===== src/verilog/ooo_pkg.sv =====
`default_nettype none

package ooo_pkg;

    // Machine sizes
    localparam int xlen           = 32;
    localparam int num_arch_regs  = 32;
    localparam int rob_depth      = 8;
    localparam int num_rs_entries = 4;

    typedef logic [$clog2(num_arch_regs)-1:0]  reg_idx_t;
    typedef logic [$clog2(rob_depth)-1:0]      rob_tag_t;  // Plain ROB index
    typedef logic [$clog2(num_rs_entries)-1:0] rs_idx_t;

    // First entry of each unit class, two entries per class
    localparam rs_idx_t rs_alu_base = 2'd0;
    localparam rs_idx_t rs_mul_base = 2'd2;

    // RV32 encodings used here
    localparam logic [6:0] op_reg     = 7'b0110011;
    localparam logic [6:0] op_imm     = 7'b0010011;
    localparam logic [6:0] funct7_mul = 7'b0000001;
    localparam logic [2:0] f3_add     = 3'b000;  // Also SUB and MUL
    localparam logic [2:0] f3_xor     = 3'b100;
    localparam logic [2:0] f3_or      = 3'b110;
    localparam logic [2:0] f3_and     = 3'b111;

    typedef enum logic {
        fu_alu = 1'b0,
        fu_mul = 1'b1
    } fu_type_t;

    typedef enum logic [2:0] {
        alu_add = 3'd0,
        alu_sub = 3'd1,
        alu_and = 3'd2,
        alu_or  = 3'd3,
        alu_xor = 3'd4
    } alu_op_t;

    // One instruction word, register form or immediate form
    typedef union packed {
        struct packed {
            logic [6:0] funct7;
            reg_idx_t   rs2;
            reg_idx_t   rs1;
            logic [2:0] funct3;
            reg_idx_t   rd;
            logic [6:0] opcode;
        } r;
        struct packed {
            logic [11:0] imm12;
            reg_idx_t    rs1;
            logic [2:0]  funct3;
            reg_idx_t    rd;
            logic [6:0]  opcode;
        } i;
    } inst_t;

    typedef struct packed {
        logic  valid;
        inst_t inst;
    } dp_packet_t;

    typedef struct packed {
        logic            ready;  // Value holds the operand, else wait on tag
        rob_tag_t        tag;
        logic [xlen-1:0] value;
    } operand_t;

    typedef struct packed {
        logic            valid;
        fu_type_t        unit;
        alu_op_t         alu_op;
        rob_tag_t        dest;
        logic [xlen-1:0] a;
        logic [xlen-1:0] b;
    } rs_fu_packet_t;

    typedef struct packed {
        logic            valid;
        rob_tag_t        tag;
        logic [xlen-1:0] value;
    } cdb_packet_t;

    typedef struct packed {
        reg_idx_t        rd;
        logic            has_dest;
        logic [xlen-1:0] value;
    } commit_packet_t;

endpackage

`default_nettype wire


===== src/verilog/rename_table.sv =====
`timescale 1ns/1ns
`default_nettype none

module rename_table (
    input  logic                    clock,
    input  logic                    reset,
    input  ooo_pkg::reg_idx_t       rs1_idx,
    input  ooo_pkg::reg_idx_t       rs2_idx,
    input  logic                    rename_write,
    input  ooo_pkg::reg_idx_t       rename_rd,
    input  ooo_pkg::rob_tag_t       rename_tag,
    input  logic                    commit_valid,
    input  ooo_pkg::commit_packet_t commit_packet,
    input  ooo_pkg::rob_tag_t       commit_tag,
    output ooo_pkg::operand_t       src_a,
    output ooo_pkg::operand_t       src_b
);

    logic [ooo_pkg::xlen-1:0] regs [ooo_pkg::num_arch_regs];  // Committed values
    logic                     busy [ooo_pkg::num_arch_regs];
    ooo_pkg::rob_tag_t        tag  [ooo_pkg::num_arch_regs];  // Youngest producer

    always_comb begin
        src_a.ready = (rs1_idx == '0) || !busy[rs1_idx];
        src_a.tag   = tag[rs1_idx];
        src_a.value = regs[rs1_idx];
        src_b.ready = (rs2_idx == '0) || !busy[rs2_idx];
        src_b.tag   = tag[rs2_idx];
        src_b.value = regs[rs2_idx];
    end

    always_ff @(posedge clock or posedge reset) begin
        if (reset) begin
            for (int i = 0; i < ooo_pkg::num_arch_regs; i++) begin
                regs[i] <= '0;
                busy[i] <= 1'b0;
                tag[i]  <= '0;
            end
        end else begin
            if (commit_valid && commit_packet.has_dest && commit_packet.rd != '0) begin
                regs[commit_packet.rd] <= commit_packet.value;
                // Only the last producer clears busy
                if (tag[commit_packet.rd] == commit_tag) busy[commit_packet.rd] <= 1'b0;
            end
            if (rename_write && rename_rd != '0) begin
                busy[rename_rd] <= 1'b1;  // Overrides a commit in the same cycle
                tag[rename_rd]  <= rename_tag;
            end
        end
    end

endmodule

`default_nettype wire


===== config.mk =====
export PLATFORM = sky130hd
export DESIGN_NAME = rename_table
export DESIGN_NICKNAME = d
export VERILOG_FILES = /design/src/verilog/ooo_pkg.sv /design/src/verilog/rename_table.sv
export SDC_FILE = /design/constraint.sdc
export NUM_CORES = 2
export LEC_CHECK = 0
export BUFFER_PORTS_ARGS = -buffer_cell sky130_fd_sc_hd__clkbuf_2
export CAP_MARGIN = 15
export CORE_ASPECT_RATIO = 1.4
export CORE_MARGIN = 4
export CORE_UTILIZATION = 59
export CTS_CLUSTER_DIAMETER = 30
export DETAILED_ROUTE_END_ITERATION = 6
export PLACE_DENSITY_LB_ADDON = 0.15
export SLEW_MARGIN = 10
export SYNTH_ARGS = -nofsm -noshare
export SYNTH_HDL_FRONTEND = slang
export SYNTH_SLANG_ARGS = --single-unit

===== constraint.sdc =====
create_clock -name clock -period 52.1 [get_ports clock]
set_clock_uncertainty 0.05 [all_clocks]
set_input_delay 5.21 -clock clock [delete_from_list [all_inputs] [get_ports clock]]
set_output_delay 5.21 -clock clock [all_outputs]
set_load 0.02 [all_outputs]

==> impl_metrics.toml <==
[run_status]
status = "finished, final reports clean"

[synth]
yosysUniqueCellTypes = 47
synth.avg_cell_area_sq_um = 16.5
ys_warn_count = 0
ys_seq_area_share_pct = 46.7
synth_edf_count = 0
syn_inst = 3736
synth_flop_cell = "dfrtp_1"
ys_ff_latch = 1151
synth_area_sq_um = 61700
synth_nets = 3799
async_reset_ff_share_pct = 100

[global_route]
antenna_found_initial = 7
globalRouteTotalUtil_pct = 33.5
first_global_vias = 41300
grt_pass1_wl_um = 269000
overflow = 0
grt_max_degree = 173

[critical_path]
crit_end = "src_a[35]"
crit_path_start_kind = "input port"
reg2reg_slack_ps = 49320
worstReg2RegStart = "tag[52]$_DFFE_PP0P_"
crit_fanout = 106
end_kind = "output pin"
reg2regPathDepth = 7
crit_type = "in2out"
cp.required_ps = 46840
startpoint = "rs1_idx[1]"
arrival_ps = 9580
r2r-end = "busy[24]$_DFF_PP0_"

[sta]
post-route-period-util_pct = 28.5
setup_viol = 0
max_freq_mhz = 67.4
finalHoldViolations = 0
period_needed_ps = 14840
worst_pin_slew_ps = 1200
setup_tns_ps = 0
grt_setup_unrepaired = "no"
relSlewSlack_pct = 19.8
maxSlewViolCount = 0
layout_setup_ws_ps = 37260

[routing]
drc_errors = 0
vias = 37400
via_per_inst = 7.17
wl_per_cell_um = 34.4
drtPass1Iterations = 6
antenna_left = 0
first_iter_violations = 3522
wirelength_um = 180000

[clock_network]
cts_setup_buffers = 0
clk_path_buf_depth = 3
hold_buffers = 0
ctsResizeCount = 0
numCtsBuffers = 193
tritoncts = "yes"
cts_sinks = 1151
cts.htree.levels = 4
insertion_delay_ps = 800
path_clk_slew_ps = 50
root_buffer = "clkbuf_16"

[die]
die_area_sq_um = 110000
core-area_sq_um = 104000
die_h_um = 391
start_util_pct = 59.4
die_x_um = 281
fp-row-count = 140
top_level_ports = 135

[hold_path]
min_path_type = "reg2reg"

[power]
peakVddDrop_v = 0.0000326
powerDensity_nw_per_um2 = 41.0
power.leakage_nw = 30.6

[flow_run]
drv_cap = 0

[final_layout]
final_nets = 3769
synthToLayoutAreaGrowth_pct = 13.5
drive_above_1_share_pct = 63.7
final_cells = 5219

[placed_design]
dp_hpwl_um = 97000
dpl.cell_count = 4856
place_congestion = 0.872
dp_slack_ps = 37070
port_buffers = 134
-- layer usage --
layer | part of all wire, % | global-route usage, %
met1 | 38 | 44.5
met2 | 50 | 54.7
met3 | 7.3 | 6.81
met4 | 4.6 | 14.0
met5 | 0.025 | 0
-- sequential cells by signal, summed over array words and instances (netlist names) --
signal	count
tag	96
regs	1024
busy	31
-- Yosys cell counts (all sizes together), types with 7 or more instances --
master | number | area [sq um]
a31oi | 7 | 43.8
a21oi | 22 | 110
nand2 | 31 | 116
inv | 18 | 67.6
a41oi | 24 | 248
nand3 | 14 | 70.1
buf | 155 | 721
mux2 | 1157 | 13000
nor2b | 9 | 56.3
nor2 | 58 | 218
mux4 | 732 | 16500
nor3 | 11 | 55.1
clkbuf | 273 | 1020
dfrtp | 1151 | 28800
nand2b | 8 | 50.1
mux2i | 20 | 200
-- placed cells by master, fill, tap and decap left out, drive strengths merged, types with 2 or more instances in the layout --
cell         n
and3b        2
a22o         2
mux2      1157
clkbuf     370
a41oi       24
nor3        11
nor4         3
mux4       732
bufinv      22
a22oi        2
and4         2
nor2        58
a32o         2
or2          3
nor2b        9
inv         46
dfrtp     1151
nand3       14
nand4        3
nand3b       2
mux2i       20
a311oi       2
clkinv      45
and2         4
clkinvlp    15
a21oi       22
a32oi        2
a31oi        7
and3         3
nand2b       8
o21ai        5
diode        3
buf         79
nand2       31
-- cells by family after synthesis --
logic type / count (synthesis) / synth area share (%)
mux: 1909 / 48.2
buf+inv: 446 / 2.94
simple gates: 155 / 1.21
compound gates: 74 / 0.923
flops: 1151 / 46.7
xor+xnor: 1 / 0.0142
-- per-stage QoR --
step                      power, mW  hold slack (ps)  utilization, %  cell area (sq um)
after CTS                      2.88              344            67.3              69900
after global routing           2.97              352            67.4              70000
final                          2.87              344            67.4              70000
after global placement         1.54              326            60.8              63100
after detailed placement       1.57              334            60.8              63200
after floorplan                1.45              391               -              61700
-- area by class of cell --
cell class                      instances  area, sq um
Antenna cell                            3         7.51
Fill cell                            6900        33900
Clock inverter                        110         1390
Tap cell                             1349         1690
Inverter                               18         75.1
Multi-Input combinational cell       2139        31300
Sequential cell                      1151        28800
Clock buffer                          246         5380
Timing Repair Buffer                  203         1380
-- how the worst min path moves through the flow --
stage                                       from                     end  slack (ps)  depth (start not counted)
after detailed placement  regs[1005]$_DFFE_PP0P_  regs[1005]$_DFFE_PP0P_         330                          0
final                     regs[1005]$_DFFE_PP0P_  regs[1005]$_DFFE_PP0P_         340                          0
after global routing      regs[1005]$_DFFE_PP0P_  regs[1005]$_DFFE_PP0P_         350                          0
after global placement    regs[1009]$_DFFE_PP0P_  regs[1009]$_DFFE_PP0P_         330                          0
after floorplan           regs[1000]$_DFFE_PP0P_  regs[1000]$_DFFE_PP0P_         390                          1
after CTS                 regs[1005]$_DFFE_PP0P_  regs[1005]$_DFFE_PP0P_         340                          0
-- worst max-delay path, stage by stage --
cell,delay [ps]
buf_8,670
buf_4,1010
buf_4,960
mux4_2,600
mux4_2,480
mux2i_1,310
clkbuf_2,250
-- power breakdown --
part / internal [mW] / leakage, nW / total, mW / switching (mW)
sequential: 1.02 / 15.2 / 1.11 / 0.0958
clock: 0.843 / 3.28 / 1.31 / 0.465
combinational: 0.264 / 12.1 / 0.450 / 0.185
(Power assumes the default switching activity.)
