**config.mk**
```make
export PLATFORM = sky130hd
export DESIGN_NAME = exec_units
export DESIGN_NICKNAME = d
export VERILOG_FILES = /design/src/verilog/ooo_pkg.sv /design/src/verilog/exec_units.sv
export SDC_FILE = /design/constraint.sdc
export NUM_CORES = 2
export LEC_CHECK = 0
export ABC_AREA = 0
export BUFFER_PORTS_ARGS = -buffer_cell sky130_fd_sc_hd__buf_2
export CORE_MARGIN = 4
export CORE_UTILIZATION = 40
export CTS_CLUSTER_DIAMETER = 80
export CTS_CLUSTER_SIZE = 12
export DETAILED_ROUTE_END_ITERATION = 7
export GPL_ROUTABILITY_DRIVEN = 1
export PLACE_DENSITY = 0.64
export SETUP_SLACK_MARGIN = 0.1
export SLEW_MARGIN = 20
export SYNTH_ARGS = -nofsm -noshare
export SYNTH_HDL_FRONTEND = slang
export SYNTH_SLANG_ARGS = --single-unit
```
**constraint.sdc**
```tcl
create_clock -name clock -period 3.98 [get_ports clock]
set_input_delay 0.199 -clock clock [delete_from_list [all_inputs] [get_ports clock]]
set_output_delay 0.199 -clock clock [all_outputs]
set_load 0.005 [all_outputs]
```
**src/verilog/ooo_pkg.sv**
```systemverilog
`default_nettype none

package ooo_pkg;

    // Machine sizes
    localparam int xlen           = 32;
    localparam int num_arch_regs  = 32;
    localparam int rob_depth      = 8;
    localparam int num_rs_entries = 4;

    typedef logic [$clog2(num_arch_regs)-1:0]  reg_idx_t;
    typedef logic [$clog2(rob_depth)-1:0]      rob_tag_t;  // Plain ROB index
    typedef logic [$clog2(num_rs_entries)-1:0] rs_idx_t;

    // First entry of each unit class, two entries per class
    localparam rs_idx_t rs_alu_base = 2'd0;
    localparam rs_idx_t rs_mul_base = 2'd2;

    // RV32 encodings used here
    localparam logic [6:0] op_reg     = 7'b0110011;
    localparam logic [6:0] op_imm     = 7'b0010011;
    localparam logic [6:0] funct7_mul = 7'b0000001;
    localparam logic [2:0] f3_add     = 3'b000;  // Also SUB and MUL
    localparam logic [2:0] f3_xor     = 3'b100;
    localparam logic [2:0] f3_or      = 3'b110;
    localparam logic [2:0] f3_and     = 3'b111;

    typedef enum logic {
        fu_alu = 1'b0,
        fu_mul = 1'b1
    } fu_type_t;

    typedef enum logic [2:0] {
        alu_add = 3'd0,
        alu_sub = 3'd1,
        alu_and = 3'd2,
        alu_or  = 3'd3,
        alu_xor = 3'd4
    } alu_op_t;

    // One instruction word, register form or immediate form
    typedef union packed {
        struct packed {
            logic [6:0] funct7;
            reg_idx_t   rs2;
            reg_idx_t   rs1;
            logic [2:0] funct3;
            reg_idx_t   rd;
            logic [6:0] opcode;
        } r;
        struct packed {
            logic [11:0] imm12;
            reg_idx_t    rs1;
            logic [2:0]  funct3;
            reg_idx_t    rd;
            logic [6:0]  opcode;
        } i;
    } inst_t;

    typedef struct packed {
        logic  valid;
        inst_t inst;
    } dp_packet_t;

    typedef struct packed {
        logic            ready;  // Value holds the operand, else wait on tag
        rob_tag_t        tag;
        logic [xlen-1:0] value;
    } operand_t;

    typedef struct packed {
        logic            valid;
        fu_type_t        unit;
        alu_op_t         alu_op;
        rob_tag_t        dest;
        logic [xlen-1:0] a;
        logic [xlen-1:0] b;
    } rs_fu_packet_t;

    typedef struct packed {
        logic            valid;
        rob_tag_t        tag;
        logic [xlen-1:0] value;
    } cdb_packet_t;

    typedef struct packed {
        reg_idx_t        rd;
        logic            has_dest;
        logic [xlen-1:0] value;
    } commit_packet_t;

endpackage

`default_nettype wire

```
**src/verilog/exec_units.sv**
```systemverilog
`timescale 1ns/1ns
`default_nettype none

module exec_units (
    input  logic                   clock,
    input  logic                   reset,
    input  ooo_pkg::rs_fu_packet_t alu_issue,
    input  ooo_pkg::rs_fu_packet_t mul_issue,
    output ooo_pkg::cdb_packet_t   cdb_packet,
    output logic                   alu_stall
);

    ooo_pkg::cdb_packet_t     alu_q;                   // ALU stage, holds when it loses
    ooo_pkg::cdb_packet_t     mul_s1, mul_s2, mul_s3;  // Multiplier pipeline
    logic [ooo_pkg::xlen-1:0] alu_result;
    logic                     alu_go, mul_go;

    assign alu_go = alu_issue.valid && alu_issue.unit == ooo_pkg::fu_alu;
    assign mul_go = mul_issue.valid && mul_issue.unit == ooo_pkg::fu_mul;

    always_comb begin
        case (alu_issue.alu_op)
            ooo_pkg::alu_sub: alu_result = alu_issue.a - alu_issue.b;
            ooo_pkg::alu_and: alu_result = alu_issue.a & alu_issue.b;
            ooo_pkg::alu_or:  alu_result = alu_issue.a | alu_issue.b;
            ooo_pkg::alu_xor: alu_result = alu_issue.a ^ alu_issue.b;
            default:          alu_result = alu_issue.a + alu_issue.b;
        endcase
    end

    // Multiplier always owns the bus, ALU waits behind it
    assign cdb_packet = mul_s3.valid ? mul_s3 : alu_q;
    assign alu_stall  = alu_q.valid && mul_s3.valid;

    always_ff @(posedge clock or posedge reset) begin
        if (reset) begin
            alu_q <= '0;
        end else if (alu_go) begin
            alu_q.valid <= 1'b1;  // Only issued when the stage is free or draining
            alu_q.tag   <= alu_issue.dest;
            alu_q.value <= alu_result;
        end else if (!mul_s3.valid) begin
            alu_q.valid <= 1'b0;  // Sent this cycle
        end
    end

    // Three stages, product formed in the first
    always_ff @(posedge clock or posedge reset) begin
        if (reset) begin
            mul_s1 <= '0;
            mul_s2 <= '0;
            mul_s3 <= '0;
        end else begin
            mul_s1.valid <= mul_go;
            mul_s1.tag   <= mul_issue.dest;
            mul_s1.value <= mul_issue.a * mul_issue.b;  // Low 32 bits
            mul_s2       <= mul_s1;
            mul_s3       <= mul_s2;
        end
    end

endmodule

`default_nettype wire

```
==> reports/metrics.yaml <==
violations: "negative setup slack"
vias: 19000
final_nets: 3773
layout-drive-gt1-share: 0.240
die_w_um: 253
fin_hold_ws_ps: 156
cp-startpoint: "mul_issue[43]"
grtUsageTotal: 0.215
synth-async-reset-ratio: 1.00
syn_area_mm2: 0.0240
yosysMostFrequentCell: "inv_1"
ant_nets: 0
synth_warnings: 0
cts_root_buffer: "clkbuf_16"
io-pin-count: 183
htreeDepth: 4
outcome: "finished with violations"
arrival_ps: 6470
hp-class: "input port to flip-flop"
via_per_inst: 5.03
critPathLaunchType: "input port"
max_slew_margin: 0.235
setup_viol: 23
drtPass1Iterations: 7
cp.required_ps: 4290
dieArea_mm2: 0.0640
synth.top_cell.area_share: 0.341
hold_viol: 0
routed_wl_um: 68100
rsz0062_at_grt: "true"
drt-initial-drc-count: 1117
ys.flop_type: "dfrtp_1"
reg2regPathDepth: 3
worstSetupEndpoint: "mul_s1[28]$_DFF_PP0_"
fmax_ghz: 0.162
cts_buffers: 17
dr_wl_met2_um: 32700
netlist_instances: 2577
drv_slew: 0
multiInputGateArea_mm2: 0.0190
tritoncts: "yes"
synth.area.top_cells: "fa_1 (34%), dfrtp_1 (15%), ha_1 (11%)"
regToRegEndpoint: "alu_q[35]$_DFFE_PP0P_"
syn_nets: 3351
r2r_slack_ps: 2720
wl_met3_um: 4010
synth_commonest_cells: "inv_1 (472), fa_1 (409), nand2_1 (338)"
wire_per_inst_um: 18.0
worst_slack_ps: -2180
worstSetupPathType: "input port to flip-flop"
diodes: 0
top_layer: "met5"
die_y_um: 253
grt_first_pass_wirelength_um: 110000
grt_max_degree: 135
start_util: 0.405
synth_seq_area_share: 0.150
cp-end-kind: "flip-flop"
cts.path.max_buffers: 2
path_clk_slew_ps: 60
worst_pin_slew_ps: 1150
avgSynthCellArea_um2: 9.31
synth_seq_cells: 144
fillCellCount: 5401
gp_congestion: 0.965
hpwl_um: 56600
grt_pass1_vias: 20800
fp-row-count: 89
yosysUniqueCellTypes: 68
place_area_mm2: 0.0278
drc: 0
cp_max_fo: 5
overflow: 0
fin_area_mm2: 0.0297
finish.utilization: 0.501
period_share: 1.55
synthToLayoutAreaGrowth_pct: 23.8
regArea_mm2: 0.00360
clkLatencyLatePin_ps: 420
wl_met1_um: 29100
yosysTopAreaCell: "fa_1"
synth_edf_count: 0
core_area_mm2: 0.0592
maxCapViolations: 0
r2r_start: "mul_s3[35]$_DFF_PP0_"
antenna_found_initial: 2
post-route-min-period_ps: 6160
cts_sinks: 144
skew_ps: 5.82
numPortBuffers: 179
[layout make-up]
| class | count | area share |
|---|---|---|
| Clock buffer | 17 | 0.0143 |
| Clock inverter | 14 | 0.00417 |
| Inverter | 472 | 0.0598 |
| Multi-Input combinational cell | 1839 | 0.639 |
| Sequential cell | 144 | 0.121 |
| Tap cell | 773 | 0.0326 |
| Timing Repair Buffer | 525 | 0.129 |
[metrics by stage]
| stage | TNS, ps | setup slack [ps] | std cells |
|---|---|---|---|
| after global routing | -43040 | -2330 | 3784 |
| after floorplan | -39000 | -2310 | 2577 |
| final | -39780 | -2180 | 3784 |
| after detailed placement | -54970 | -2820 | 3711 |
| after global placement | -52650 | -2740 | 3711 |
| after CTS | -39940 | -2300 | 3775 |
[flip-flops by register name (all words and copies together), names as in the netlist]
register / flops
mul_s3: 36
mul_s1: 36
mul_s2: 36
alu_q: 36
[cell usage in the layout, fill, tap and decap left out, types with 12 or more instances in the layout]
cell type  instances
and2_1           267
o21ai_0           41
buf_4            305
nor2_1            76
nand2_1          333
a221oi_1          15
a21oi_2           13
a21o_1            14
fa_1             398
dfrtp_1          144
buf_2            168
a21oi_1           42
clkbuf_16         17
mux2_2            35
ha_4              20
ha_1             196
xnor2_1           98
o21a_1            13
buf_6             25
inv_1            458
inv_2             13
a211oi_1          35
and2_4            12
xor2_1            33
[how the worst min path moves through the flow]
stage / cells past startpoint / startpoint / to / slack [ps]
after global placement: 2 / reset / mul_s1[2]$_DFF_PP0_ / 150
final: 4 / alu_issue[70] / alu_q[34]$_DFFE_PP0P_ / 160
after detailed placement: 2 / reset / mul_s1[1]$_DFF_PP0_ / 160
after CTS: 4 / alu_issue[70] / alu_q[34]$_DFFE_PP0P_ / 150
after floorplan: 0 / mul_issue[64] / mul_s1[32]$_DFF_PP0_ / 230
after global routing: 4 / alu_issue[70] / alu_q[34]$_DFFE_PP0P_ / 180
[metal layers]
layer / vias to the layer above / track usage
met4: 2 / 0.0736
met3: 120 / 0.0336
li1: 8765 / -
met1: 9540 / 0.283
met5: - / 0
met2: 588 / 0.364
[timing repair]
item,CTS,global route
setup buffers,24,11
resized for setup,101,108
hold buffers,9,0
setup endpoints to repair,25,31
pin swaps,57,87
endpoints found under the hold margin,17,0
gates cloned,0,1
[worst max-delay path: stages]
cell and delay [ps]:
buf_8 100, and2_4 150, fa_1 560, fa_1 460, fa_1 540, inv_2 40
fa_1 550, inv_2 50, fa_1 490, inv_2 50, fa_1 490, inv_2 40
fa_1 470, fa_1 520, ha_4 290, nor2b_4 150, or2_4 140, a31oi_4 40
a311oi_4 290, a31oi_4 150, o41a_1 380, buf_4 170, xnor2_2 120
[kinds of logic after synthesis]
| logic type | after synthesis | share of synthesized area |
|---|---|---|
| compound gates | 269 | 0.0764 |
| xor+xnor | 140 | 0.0511 |
| fa+ha+maj | 628 | 0.456 |
| buf+inv | 594 | 0.0930 |
| flops | 144 | 0.150 |
| mux | 38 | 0.0177 |
| simple gates | 764 | 0.156 |
Power is left out: the tool's default activity adds up to more than one toggle a clock period on the data nets, which glitch-free logic cannot reach.
