$ cat src/verilog/ooo_pkg.sv
`default_nettype none

package ooo_pkg;

    // Machine sizes
    localparam int xlen           = 32;
    localparam int num_arch_regs  = 32;
    localparam int rob_depth      = 8;
    localparam int num_rs_entries = 4;

    typedef logic [$clog2(num_arch_regs)-1:0]  reg_idx_t;
    typedef logic [$clog2(rob_depth)-1:0]      rob_tag_t;  // Plain ROB index
    typedef logic [$clog2(num_rs_entries)-1:0] rs_idx_t;

    // First entry of each unit class, two entries per class
    localparam rs_idx_t rs_alu_base = 2'd0;
    localparam rs_idx_t rs_mul_base = 2'd2;

    // RV32 encodings used here
    localparam logic [6:0] op_reg     = 7'b0110011;
    localparam logic [6:0] op_imm     = 7'b0010011;
    localparam logic [6:0] funct7_mul = 7'b0000001;
    localparam logic [2:0] f3_add     = 3'b000;  // Also SUB and MUL
    localparam logic [2:0] f3_xor     = 3'b100;
    localparam logic [2:0] f3_or      = 3'b110;
    localparam logic [2:0] f3_and     = 3'b111;

    typedef enum logic {
        fu_alu = 1'b0,
        fu_mul = 1'b1
    } fu_type_t;

    typedef enum logic [2:0] {
        alu_add = 3'd0,
        alu_sub = 3'd1,
        alu_and = 3'd2,
        alu_or  = 3'd3,
        alu_xor = 3'd4
    } alu_op_t;

    // One instruction word, register form or immediate form
    typedef union packed {
        struct packed {
            logic [6:0] funct7;
            reg_idx_t   rs2;
            reg_idx_t   rs1;
            logic [2:0] funct3;
            reg_idx_t   rd;
            logic [6:0] opcode;
        } r;
        struct packed {
            logic [11:0] imm12;
            reg_idx_t    rs1;
            logic [2:0]  funct3;
            reg_idx_t    rd;
            logic [6:0]  opcode;
        } i;
    } inst_t;

    typedef struct packed {
        logic  valid;
        inst_t inst;
    } dp_packet_t;

    typedef struct packed {
        logic            ready;  // Value holds the operand, else wait on tag
        rob_tag_t        tag;
        logic [xlen-1:0] value;
    } operand_t;

    typedef struct packed {
        logic            valid;
        fu_type_t        unit;
        alu_op_t         alu_op;
        rob_tag_t        dest;
        logic [xlen-1:0] a;
        logic [xlen-1:0] b;
    } rs_fu_packet_t;

    typedef struct packed {
        logic            valid;
        rob_tag_t        tag;
        logic [xlen-1:0] value;
    } cdb_packet_t;

    typedef struct packed {
        reg_idx_t        rd;
        logic            has_dest;
        logic [xlen-1:0] value;
    } commit_packet_t;

endpackage

`default_nettype wire

$ cat src/verilog/rob.sv
`timescale 1ns/1ns
`default_nettype none

module rob (
    input  logic                    clock,
    input  logic                    reset,
    input  logic                    alloc,
    input  ooo_pkg::reg_idx_t       alloc_rd,
    input  logic                    alloc_has_dest,
    input  ooo_pkg::cdb_packet_t    cdb_packet,
    input  ooo_pkg::rob_tag_t       query_a,
    input  ooo_pkg::rob_tag_t       query_b,
    output ooo_pkg::rob_tag_t       tail,
    output logic                    full,
    output ooo_pkg::operand_t       fwd_a,
    output ooo_pkg::operand_t       fwd_b,
    output logic                    commit_valid,
    output ooo_pkg::commit_packet_t commit_packet,
    output ooo_pkg::rob_tag_t       commit_tag
);

    logic                    done [ooo_pkg::rob_depth];
    ooo_pkg::commit_packet_t slot [ooo_pkg::rob_depth];  // rd, has_dest, result
    ooo_pkg::rob_tag_t       head;
    logic [$clog2(ooo_pkg::rob_depth):0] count;

    assign full = count == ooo_pkg::rob_depth;

    // Head retires once its result is written
    assign commit_valid  = count != '0 && done[head];
    assign commit_packet = slot[head];
    assign commit_tag    = head;

    // Forwarding for operands whose producer already wrote back
    always_comb begin
        fwd_a.ready = done[query_a];
        fwd_a.tag   = query_a;
        fwd_a.value = slot[query_a].value;
        fwd_b.ready = done[query_b];
        fwd_b.tag   = query_b;
        fwd_b.value = slot[query_b].value;
    end

    always_ff @(posedge clock or posedge reset) begin
        if (reset) begin
            head  <= '0;
            tail  <= '0;
            count <= '0;
            for (int i = 0; i < ooo_pkg::rob_depth; i++) begin
                done[i] <= 1'b0;
            end
        end else begin
            if (cdb_packet.valid) done[cdb_packet.tag] <= 1'b1;
            if (alloc) begin
                done[tail] <= 1'b0;
                tail       <= tail + 1'b1;  // Wraps at depth
            end
            if (commit_valid) head <= head + 1'b1;
            case ({alloc, commit_valid})
                2'b10:   count <= count + 1'b1;
                2'b01:   count <= count - 1'b1;
                default: count <= count;
            endcase
        end
    end

    always_ff @(posedge clock) begin
        if (cdb_packet.valid) slot[cdb_packet.tag].value <= cdb_packet.value;
        if (alloc) begin
            slot[tail].rd       <= alloc_rd;
            slot[tail].has_dest <= alloc_has_dest;
        end
    end

endmodule

`default_nettype wire

$ cat config.mk
export PLATFORM = sky130hd
export DESIGN_NAME = rob
export DESIGN_NICKNAME = d
export VERILOG_FILES = /design/src/verilog/ooo_pkg.sv /design/src/verilog/rob.sv
export SDC_FILE = /design/constraint.sdc
export NUM_CORES = 1
export LEC_CHECK = 0
export BUFFER_PORTS_ARGS = -buffer_cell sky130_fd_sc_hd__buf_2
export CORE_UTILIZATION = 40
export DETAILED_ROUTE_END_ITERATION = 16
export GPL_ROUTABILITY_DRIVEN = 0
export SYNTH_ARGS = -nofsm -noshare
export SYNTH_HDL_FRONTEND = slang
export SYNTH_SLANG_ARGS = --single-unit
$ cat constraint.sdc
create_clock -name clock -period 3.38 [get_ports clock]
set_clock_uncertainty 0.05 [all_clocks]
set_input_delay 0 -clock clock [delete_from_list [all_inputs] [get_ports clock]]
set_output_delay 0 -clock clock [all_outputs]
set_load 0.05 [all_outputs]
==> results of run 1 <==
## cell type report
class,count,area [um^2]
inverters,4,15.0
clock inverters,16,181
diodes,1,2.50
well taps,532,666
repair buffers,241,1570
flip-flops and latches,322,9590
multi-input cells,397,6520
clock buffers,49,971
fillers,3405,21200
## path summary, 6_finish.rpt
check                      cells past startpoint           endpoint  slack [ns]
max                                            4  commit_packet[29]        0.50
min                                            3        slot[0][27]        0.04
max reg2reg                                   11           count[2]        0.77
min reg2reg                                    1           count[3]        0.45
max in group asynchronous                      3      commit_tag[1]        2.62
min in group asynchronous                      3            tail[1]        0.10
## repair_timing
item,4_1_cts,5_1_grt
hold endpoints to repair,325,0
buffers inserted,0,0
hold buffers,40,0
## worst max-delay path: cells and delay by family (launching register included)
| kind | cells | cell delay [ns] |
|---|---|---|
| buf+inv | 2 | 0.73 |
| mux | 2 | 0.89 |
| flops | 1 | 0.67 |
## Yosys cell counts
cell type,n
mux2i_1,4
buf_2,14
dfrtp_1,18
a21oi_1,1
nor2_1,32
edfxtp_1,304
nor4b_1,1
inv_1,4
a22oi_1,1
nand3b_1,2
o21ai_1,1
nor2b_1,1
nand2_1,6
nand2b_1,7
a31oi_1,2
o2bb2ai_1,1
buf_8,4
buf_1,7
a211o_1,1
nand4_1,2
xnor2_1,4
clkbuf_1,20
xor2_1,5
mux4_2,186
nor4_1,1
nand3_1,1
nor3_1,4
mux4_1,22
mux2_2,107
buf_4,7
ha_1,5
buf_6,14
## registers in the layout (all words and copies together), names as in the netlist
| name | flops |
|---|---|
| slot | 304 |
| done | 8 |
| count | 4 |
| commit_tag | 3 |
| tail | 3 |
## cell usage in the layout (no fill, tap or decap), types with 2 or more instances in the layout
master / count
edfxtp_1: 304
mux4_2: 186
buf_2: 166
mux2_2: 107
dlygate4sd3_1: 40
clkbuf_16: 37
buf_4: 29
nor2_1: 26
mux4_1: 22
dfrtp_1: 15
clkbuf_1: 12
nand2b_1: 7
nor2_4: 6
nand2_1: 6
clkinv_1: 6
buf_12: 6
xor2_1: 5
ha_1: 5
inv_1: 4
xnor2_1: 4
mux2i_1: 4
bufinv_16: 4
clkinv_2: 3
nor3_1: 2
nor3_2: 2
nand3b_1: 2
nand4_1: 2
a31oi_1: 2
clkinvlp_4: 2
dfrtp_4: 2
## kinds of logic (layout without fill, tap and decap cells)
family                   after synthesis  in the layout  share of synthesized area [%]
flip-flops                           322            322                           58.1
AO/OA/AOI/OAI                          7              7                          0.288
adder cells (fa/ha/maj)                5              5                          0.379
multiplexers                         319            319                           36.4
AND/OR/NAND/NOR                       57             57                           1.58
buffers and inverters                 70            310                           2.77
XOR/XNOR                               9              9                          0.478
other                                  0              1                              0
## per-layer routing
metal | vias to the layer above | track usage (%)
met5 | - | 0
met4 | 0 | 5.71
met2 | 285 | 33.2
met1 | 4799 | 26.9
li1 | 3869 | -
met3 | 66 | 2.83
## power groups by stage
stage / Clock (mW) / Combinational, mW / Sequential [mW]
5_1_grt: 4.05 / 6.13 / 5.04
4_1_cts: 3.90 / 5.90 / 4.99
3_3_place_gp: 0 / 5.83 / 5.06
6_report: 3.84 / 5.81 / 4.99
3_5_place_dp: 0 / 5.83 / 5.07
2_1_floorplan: 0 / 4.60 / 5.04
==> metrics, run 1 <==
sequential share of power between 30% and 40%; crit path kind reg2out; Mapped Area 16500 um^2; Synth warnings 0; Post-DP Area roughly 18000 um^2; max_cap viols 0; Finished Cell Area 19500 um^2; total CTS buffers 37; Worst EP arrival 2.83 ns; global-route wire length before repair between 60 and 70 mm; die extent in y between 200 and 250 um; residual DRC count 0; TritonCTS clock tree built; DRT Pass-1 Iters 5; critical-path maximum fanout 24; Die W roughly 210 um; cells after synthesis 789; routed vias/inst ~5.8; total chip power 14.6 mW; final core area utilization between 40 and 50%; RSZ-0062 raised after global routing no; First DRT Iteration DRCs 632; Least-Margin Pin Slew just under 0.9 ns; Clock Path Buffers 3; PnR worst setup slack 0.501 ns; CP Capture Type output port; WL/cell ~26 um; cts repair resizes 0; crit-path max cell delay around 0.67 ns; initial antenna violation count 1; share of layout cells above drive strength 1 53.6%; CP startpoint kind flip-flop; syn avg cell area 20.9 um^2; Die Footprint 42100 um^2; worst hold path startpoint cdb_packet[32]; number of I/O port buffers between 150 and 200; Global Route Usage Sum between 10% and 20%; sequential share of the synthesized area between 50% and 60%; Layout Nets 1059; final setup fails 0; largest net degree at the start of global routing 55; final hold slack ~0.038 ns; internal power ~9.2 mW; total core area 40700 um^2; io pins 169; post-synth top area share ~55%; Initial Utilization 40.5%; Critical Path RT ~3.3 ns; P_sw 5.44 mW; placed cells about 1500; met3 routed WL 2.07 mm; final worst path period share between 80% and 90%; worst skew pair latency 0.51 ns; final hold viol count 0; Min-Delay Path Class in2reg; Sum Neg Setup Slack 0 ns; CP startpoint commit_tag[0]; P&R area growth vs syn 18.3%; Worst VDD drop approximately 630 uV; Period minus WS final 2.88 ns; Netlist cell types 32; Post-Layout Cell Count 1562; DPL Wire Length around 25 mm; top post-synthesis cells by area edfxtp_1, mux4_2, mux2_2; vias in the first global route between 9000 and 10000; CTS Sinks ~320; status completed; pwr dens ~750 nW/um^2; #FFs+latches synth 322; clk slew on worst S/H paths ~0.060 ns; Peak Freq roughly 350 MHz; htree depth 2; critical path cell sequence buf_4 -> mux4_2 -> mux2_2 -> buf_2; Leakage about 6.6 nW; worst slack, placed roughly 0.75 ns; met2 wire length about 20 mm; Final ANT Viol Nets 0; syn nets 845; max-slew violation count 0; Clock Tree Root clkbuf_16; FF-to-FF Start commit_tag[0]; Rows 74; Comb pwr share 39.7%; CP max-delay cell dfrtp_4; clock power share between 20% and 30%; Slew headroom between 40% and 50%; M1 WL approximately 17 mm; Synth area leader edfxtp_1; final WL around 41 mm; vias post-DR ~9000; sw frac between 30 and 40%; remaining global-route overflow 0; top sig layer met4
Power figures use the tool's default switching activity.
==> inputs of run 2 (changes only) <==
--- a/config.mk
+++ b/config.mk
@@ -6,6 +6,7 @@
 export NUM_CORES = 1
 export LEC_CHECK = 0
 export BUFFER_PORTS_ARGS = -buffer_cell sky130_fd_sc_hd__buf_2
+export CORE_ASPECT_RATIO = 0.8
 export CORE_UTILIZATION = 40
 export DETAILED_ROUTE_END_ITERATION = 16
 export GPL_ROUTABILITY_DRIVEN = 0
==> run 2 against run 1 <==
- cell count grew 0.51%
- largest cell class unchanged
- register-to-register slack lost 0.07 ns
- clock power is essentially flat
- core utilization grew 0.10 points
- highest routed layer unchanged
==> metrics, run 2 (same netlist as run 1, synthesis figures left out) <==
status completed; First DRT Iteration DRCs 598; RSZ-0062 raised after global routing no; commonest non-fill, non-tap cell in the layout edfxtp_1; CP startpoint kind flip-flop; fillcell total around 3400; worst hold path startpoint cdb_packet[32]; global-route wire length before repair just over 60 mm; io pins between 150 and 200; Critical Path RT between 3 and 4 ns; Least-Margin Pin Slew slightly below 1 ns; WL/cell 25.8 um; final worst path period share between 80% and 90%; DPL Wire Length 25.0 mm; WHS Path Cells 3; Die W roughly 230 um; residual DRC count 0; largest reg by FF count slot; max-slew violation count 0; Period minus WS final 2.93 ns; most frequent cells in the layout edfxtp_1, mux4_2, buf_2; Rows 66; final WL roughly 40 mm; area taken by multi-input logic gates 6520 um^2; die extent in y around 180 um; Min-Delay Path Class in2reg; htree depth 2; cts repair resizes 0; vias post-DR 9019; critical-path maximum fanout 27; routed vias/inst 5.74; Sum Neg Setup Slack 0 ns; antenna cells 0; Clock Path Buffers 3; pwr dens 747 nW/um^2; Initial Utilization 40.6%; largest net degree at the start of global routing between 40 and 50; remaining global-route overflow 0; Worst VDD drop 383 uV; FF-to-FF Start commit_tag[0]; max reg flops about 300; Worst Reg-to-Reg Cells 11; Final ANT Viol Nets 0; total chip power ~15 mW; TritonCTS clock tree built; Leakage 6.61 nW; number of I/O port buffers about 170; CP Capture Type output port; Endpoint, Worst Hold slot[0][13]; P&R area growth vs syn 18.2%; Slew headroom about a third; initial antenna violation count 0; CTS Sinks 322; Clock Tree Root clkbuf_16; vias in the first global route 9387; Layout Nets between 1000 and 1500; top flop regs slot: 304 flops, done: 8 flops, count: 4 flops; post-CTS setup buffer count 0; worst skew pair latency 0.52 ns; clk slew on worst S/H paths approximately 0.060 ns; final hold viol count 0; final setup fails 0; DRT Pass-1 Iters 5; Die Footprint approximately 42000 um^2; crit path kind reg2out; reg2reg end count[2]; total core area 40600 um^2; Worst EP arrival between 2 and 3 ns; Global Route Usage Sum between 10% and 20%; share of layout cells above drive strength 1 54.6%; total CTS buffers 36; max_cap viols 0; Peak Freq approximately 340 MHz; Reg area 9590 um^2; reg2reg setup slack approximately 0.70 ns
run 2: cell count changes in the layout (fill, tap and decap cells not counted), sizes merged:
cell,previous run,this run
inv,4,6
clkbuf,49,44
buf,201,200
bufinv,4,3
diode,1,0
clkinv,10,12
run 2: metal layers:
layer | up-vias | GRT usage [%] | routed length (um)
met5 | - | 0 | 0
met4 | 0 | 4.27 | 506
met3 | 44 | 3.12 | 1880
met2 | 243 | 33.5 | 20500
met1 | 4861 | 26.5 | 17600
li1 | 3871 | - | -
run 2: power breakdown:
| group | internal, mW | switching [mW] | leakage (nW) | total, mW |
|---|---|---|---|---|
| combinational | 2.15 | 3.59 | 3.07 | 5.74 |
| sequential | 4.70 | 0.324 | 2.97 | 5.02 |
| clock | 2.30 | 1.52 | 0.574 | 3.81 |
run 2: layout make-up:
cell class,instances,area share [%]
Sequential cell,322,49.2
Multi-Input combinational cell,397,33.4
Timing Repair Buffer,240,7.88
Clock buffer,44,5.04
Tap cell,544,3.49
Clock inverter,19,0.918
Inverter,4,0.0770
run 2: per-stage QoR:
stage | utilization [%] | setup WS [ns] | hold slack (ns) | area, um^2 | instances
floorplan | - | 0.229 | -0.111 | 16500 | 789
global placement | 44.1 | 0.748 | 0.138 | 17900 | 1467
detailed placement | 44.1 | 0.696 | 0.145 | 17900 | 1467
CTS | 48.0 | 0.362 | 0.00822 | 19500 | 1570
global route | 48.0 | 0.243 | 0.0384 | 19500 | 1570
finish | 48.0 | 0.449 | 0.0338 | 19500 | 1570
run 2: how the worst max path moves through the flow:
stage               cells past startpoint  slack [ns]          start                 to
floorplan                              13        0.23  commit_tag[0]           count[2]
global placement                       11        0.75  commit_tag[0]           count[2]
detailed placement                     11        0.70  commit_tag[0]           count[2]
CTS                                     4        0.36  commit_tag[0]  commit_packet[25]
global route                            4        0.24  commit_tag[0]  commit_packet[25]
finish                                  4        0.45  commit_tag[0]  commit_packet[25]
run 2: repair_timing:
item	CTS	global route
hold endpoints to repair	325	0
setup endpoints to repair	0	0
hold buffers	40	0
run 2: worst max-delay path: stages (launching register included):
cell and delay (ns):
dfrtp_4 0.68, buf_4 0.55, mux4_2 0.60, mux2_2 0.28, buf_2 0.21
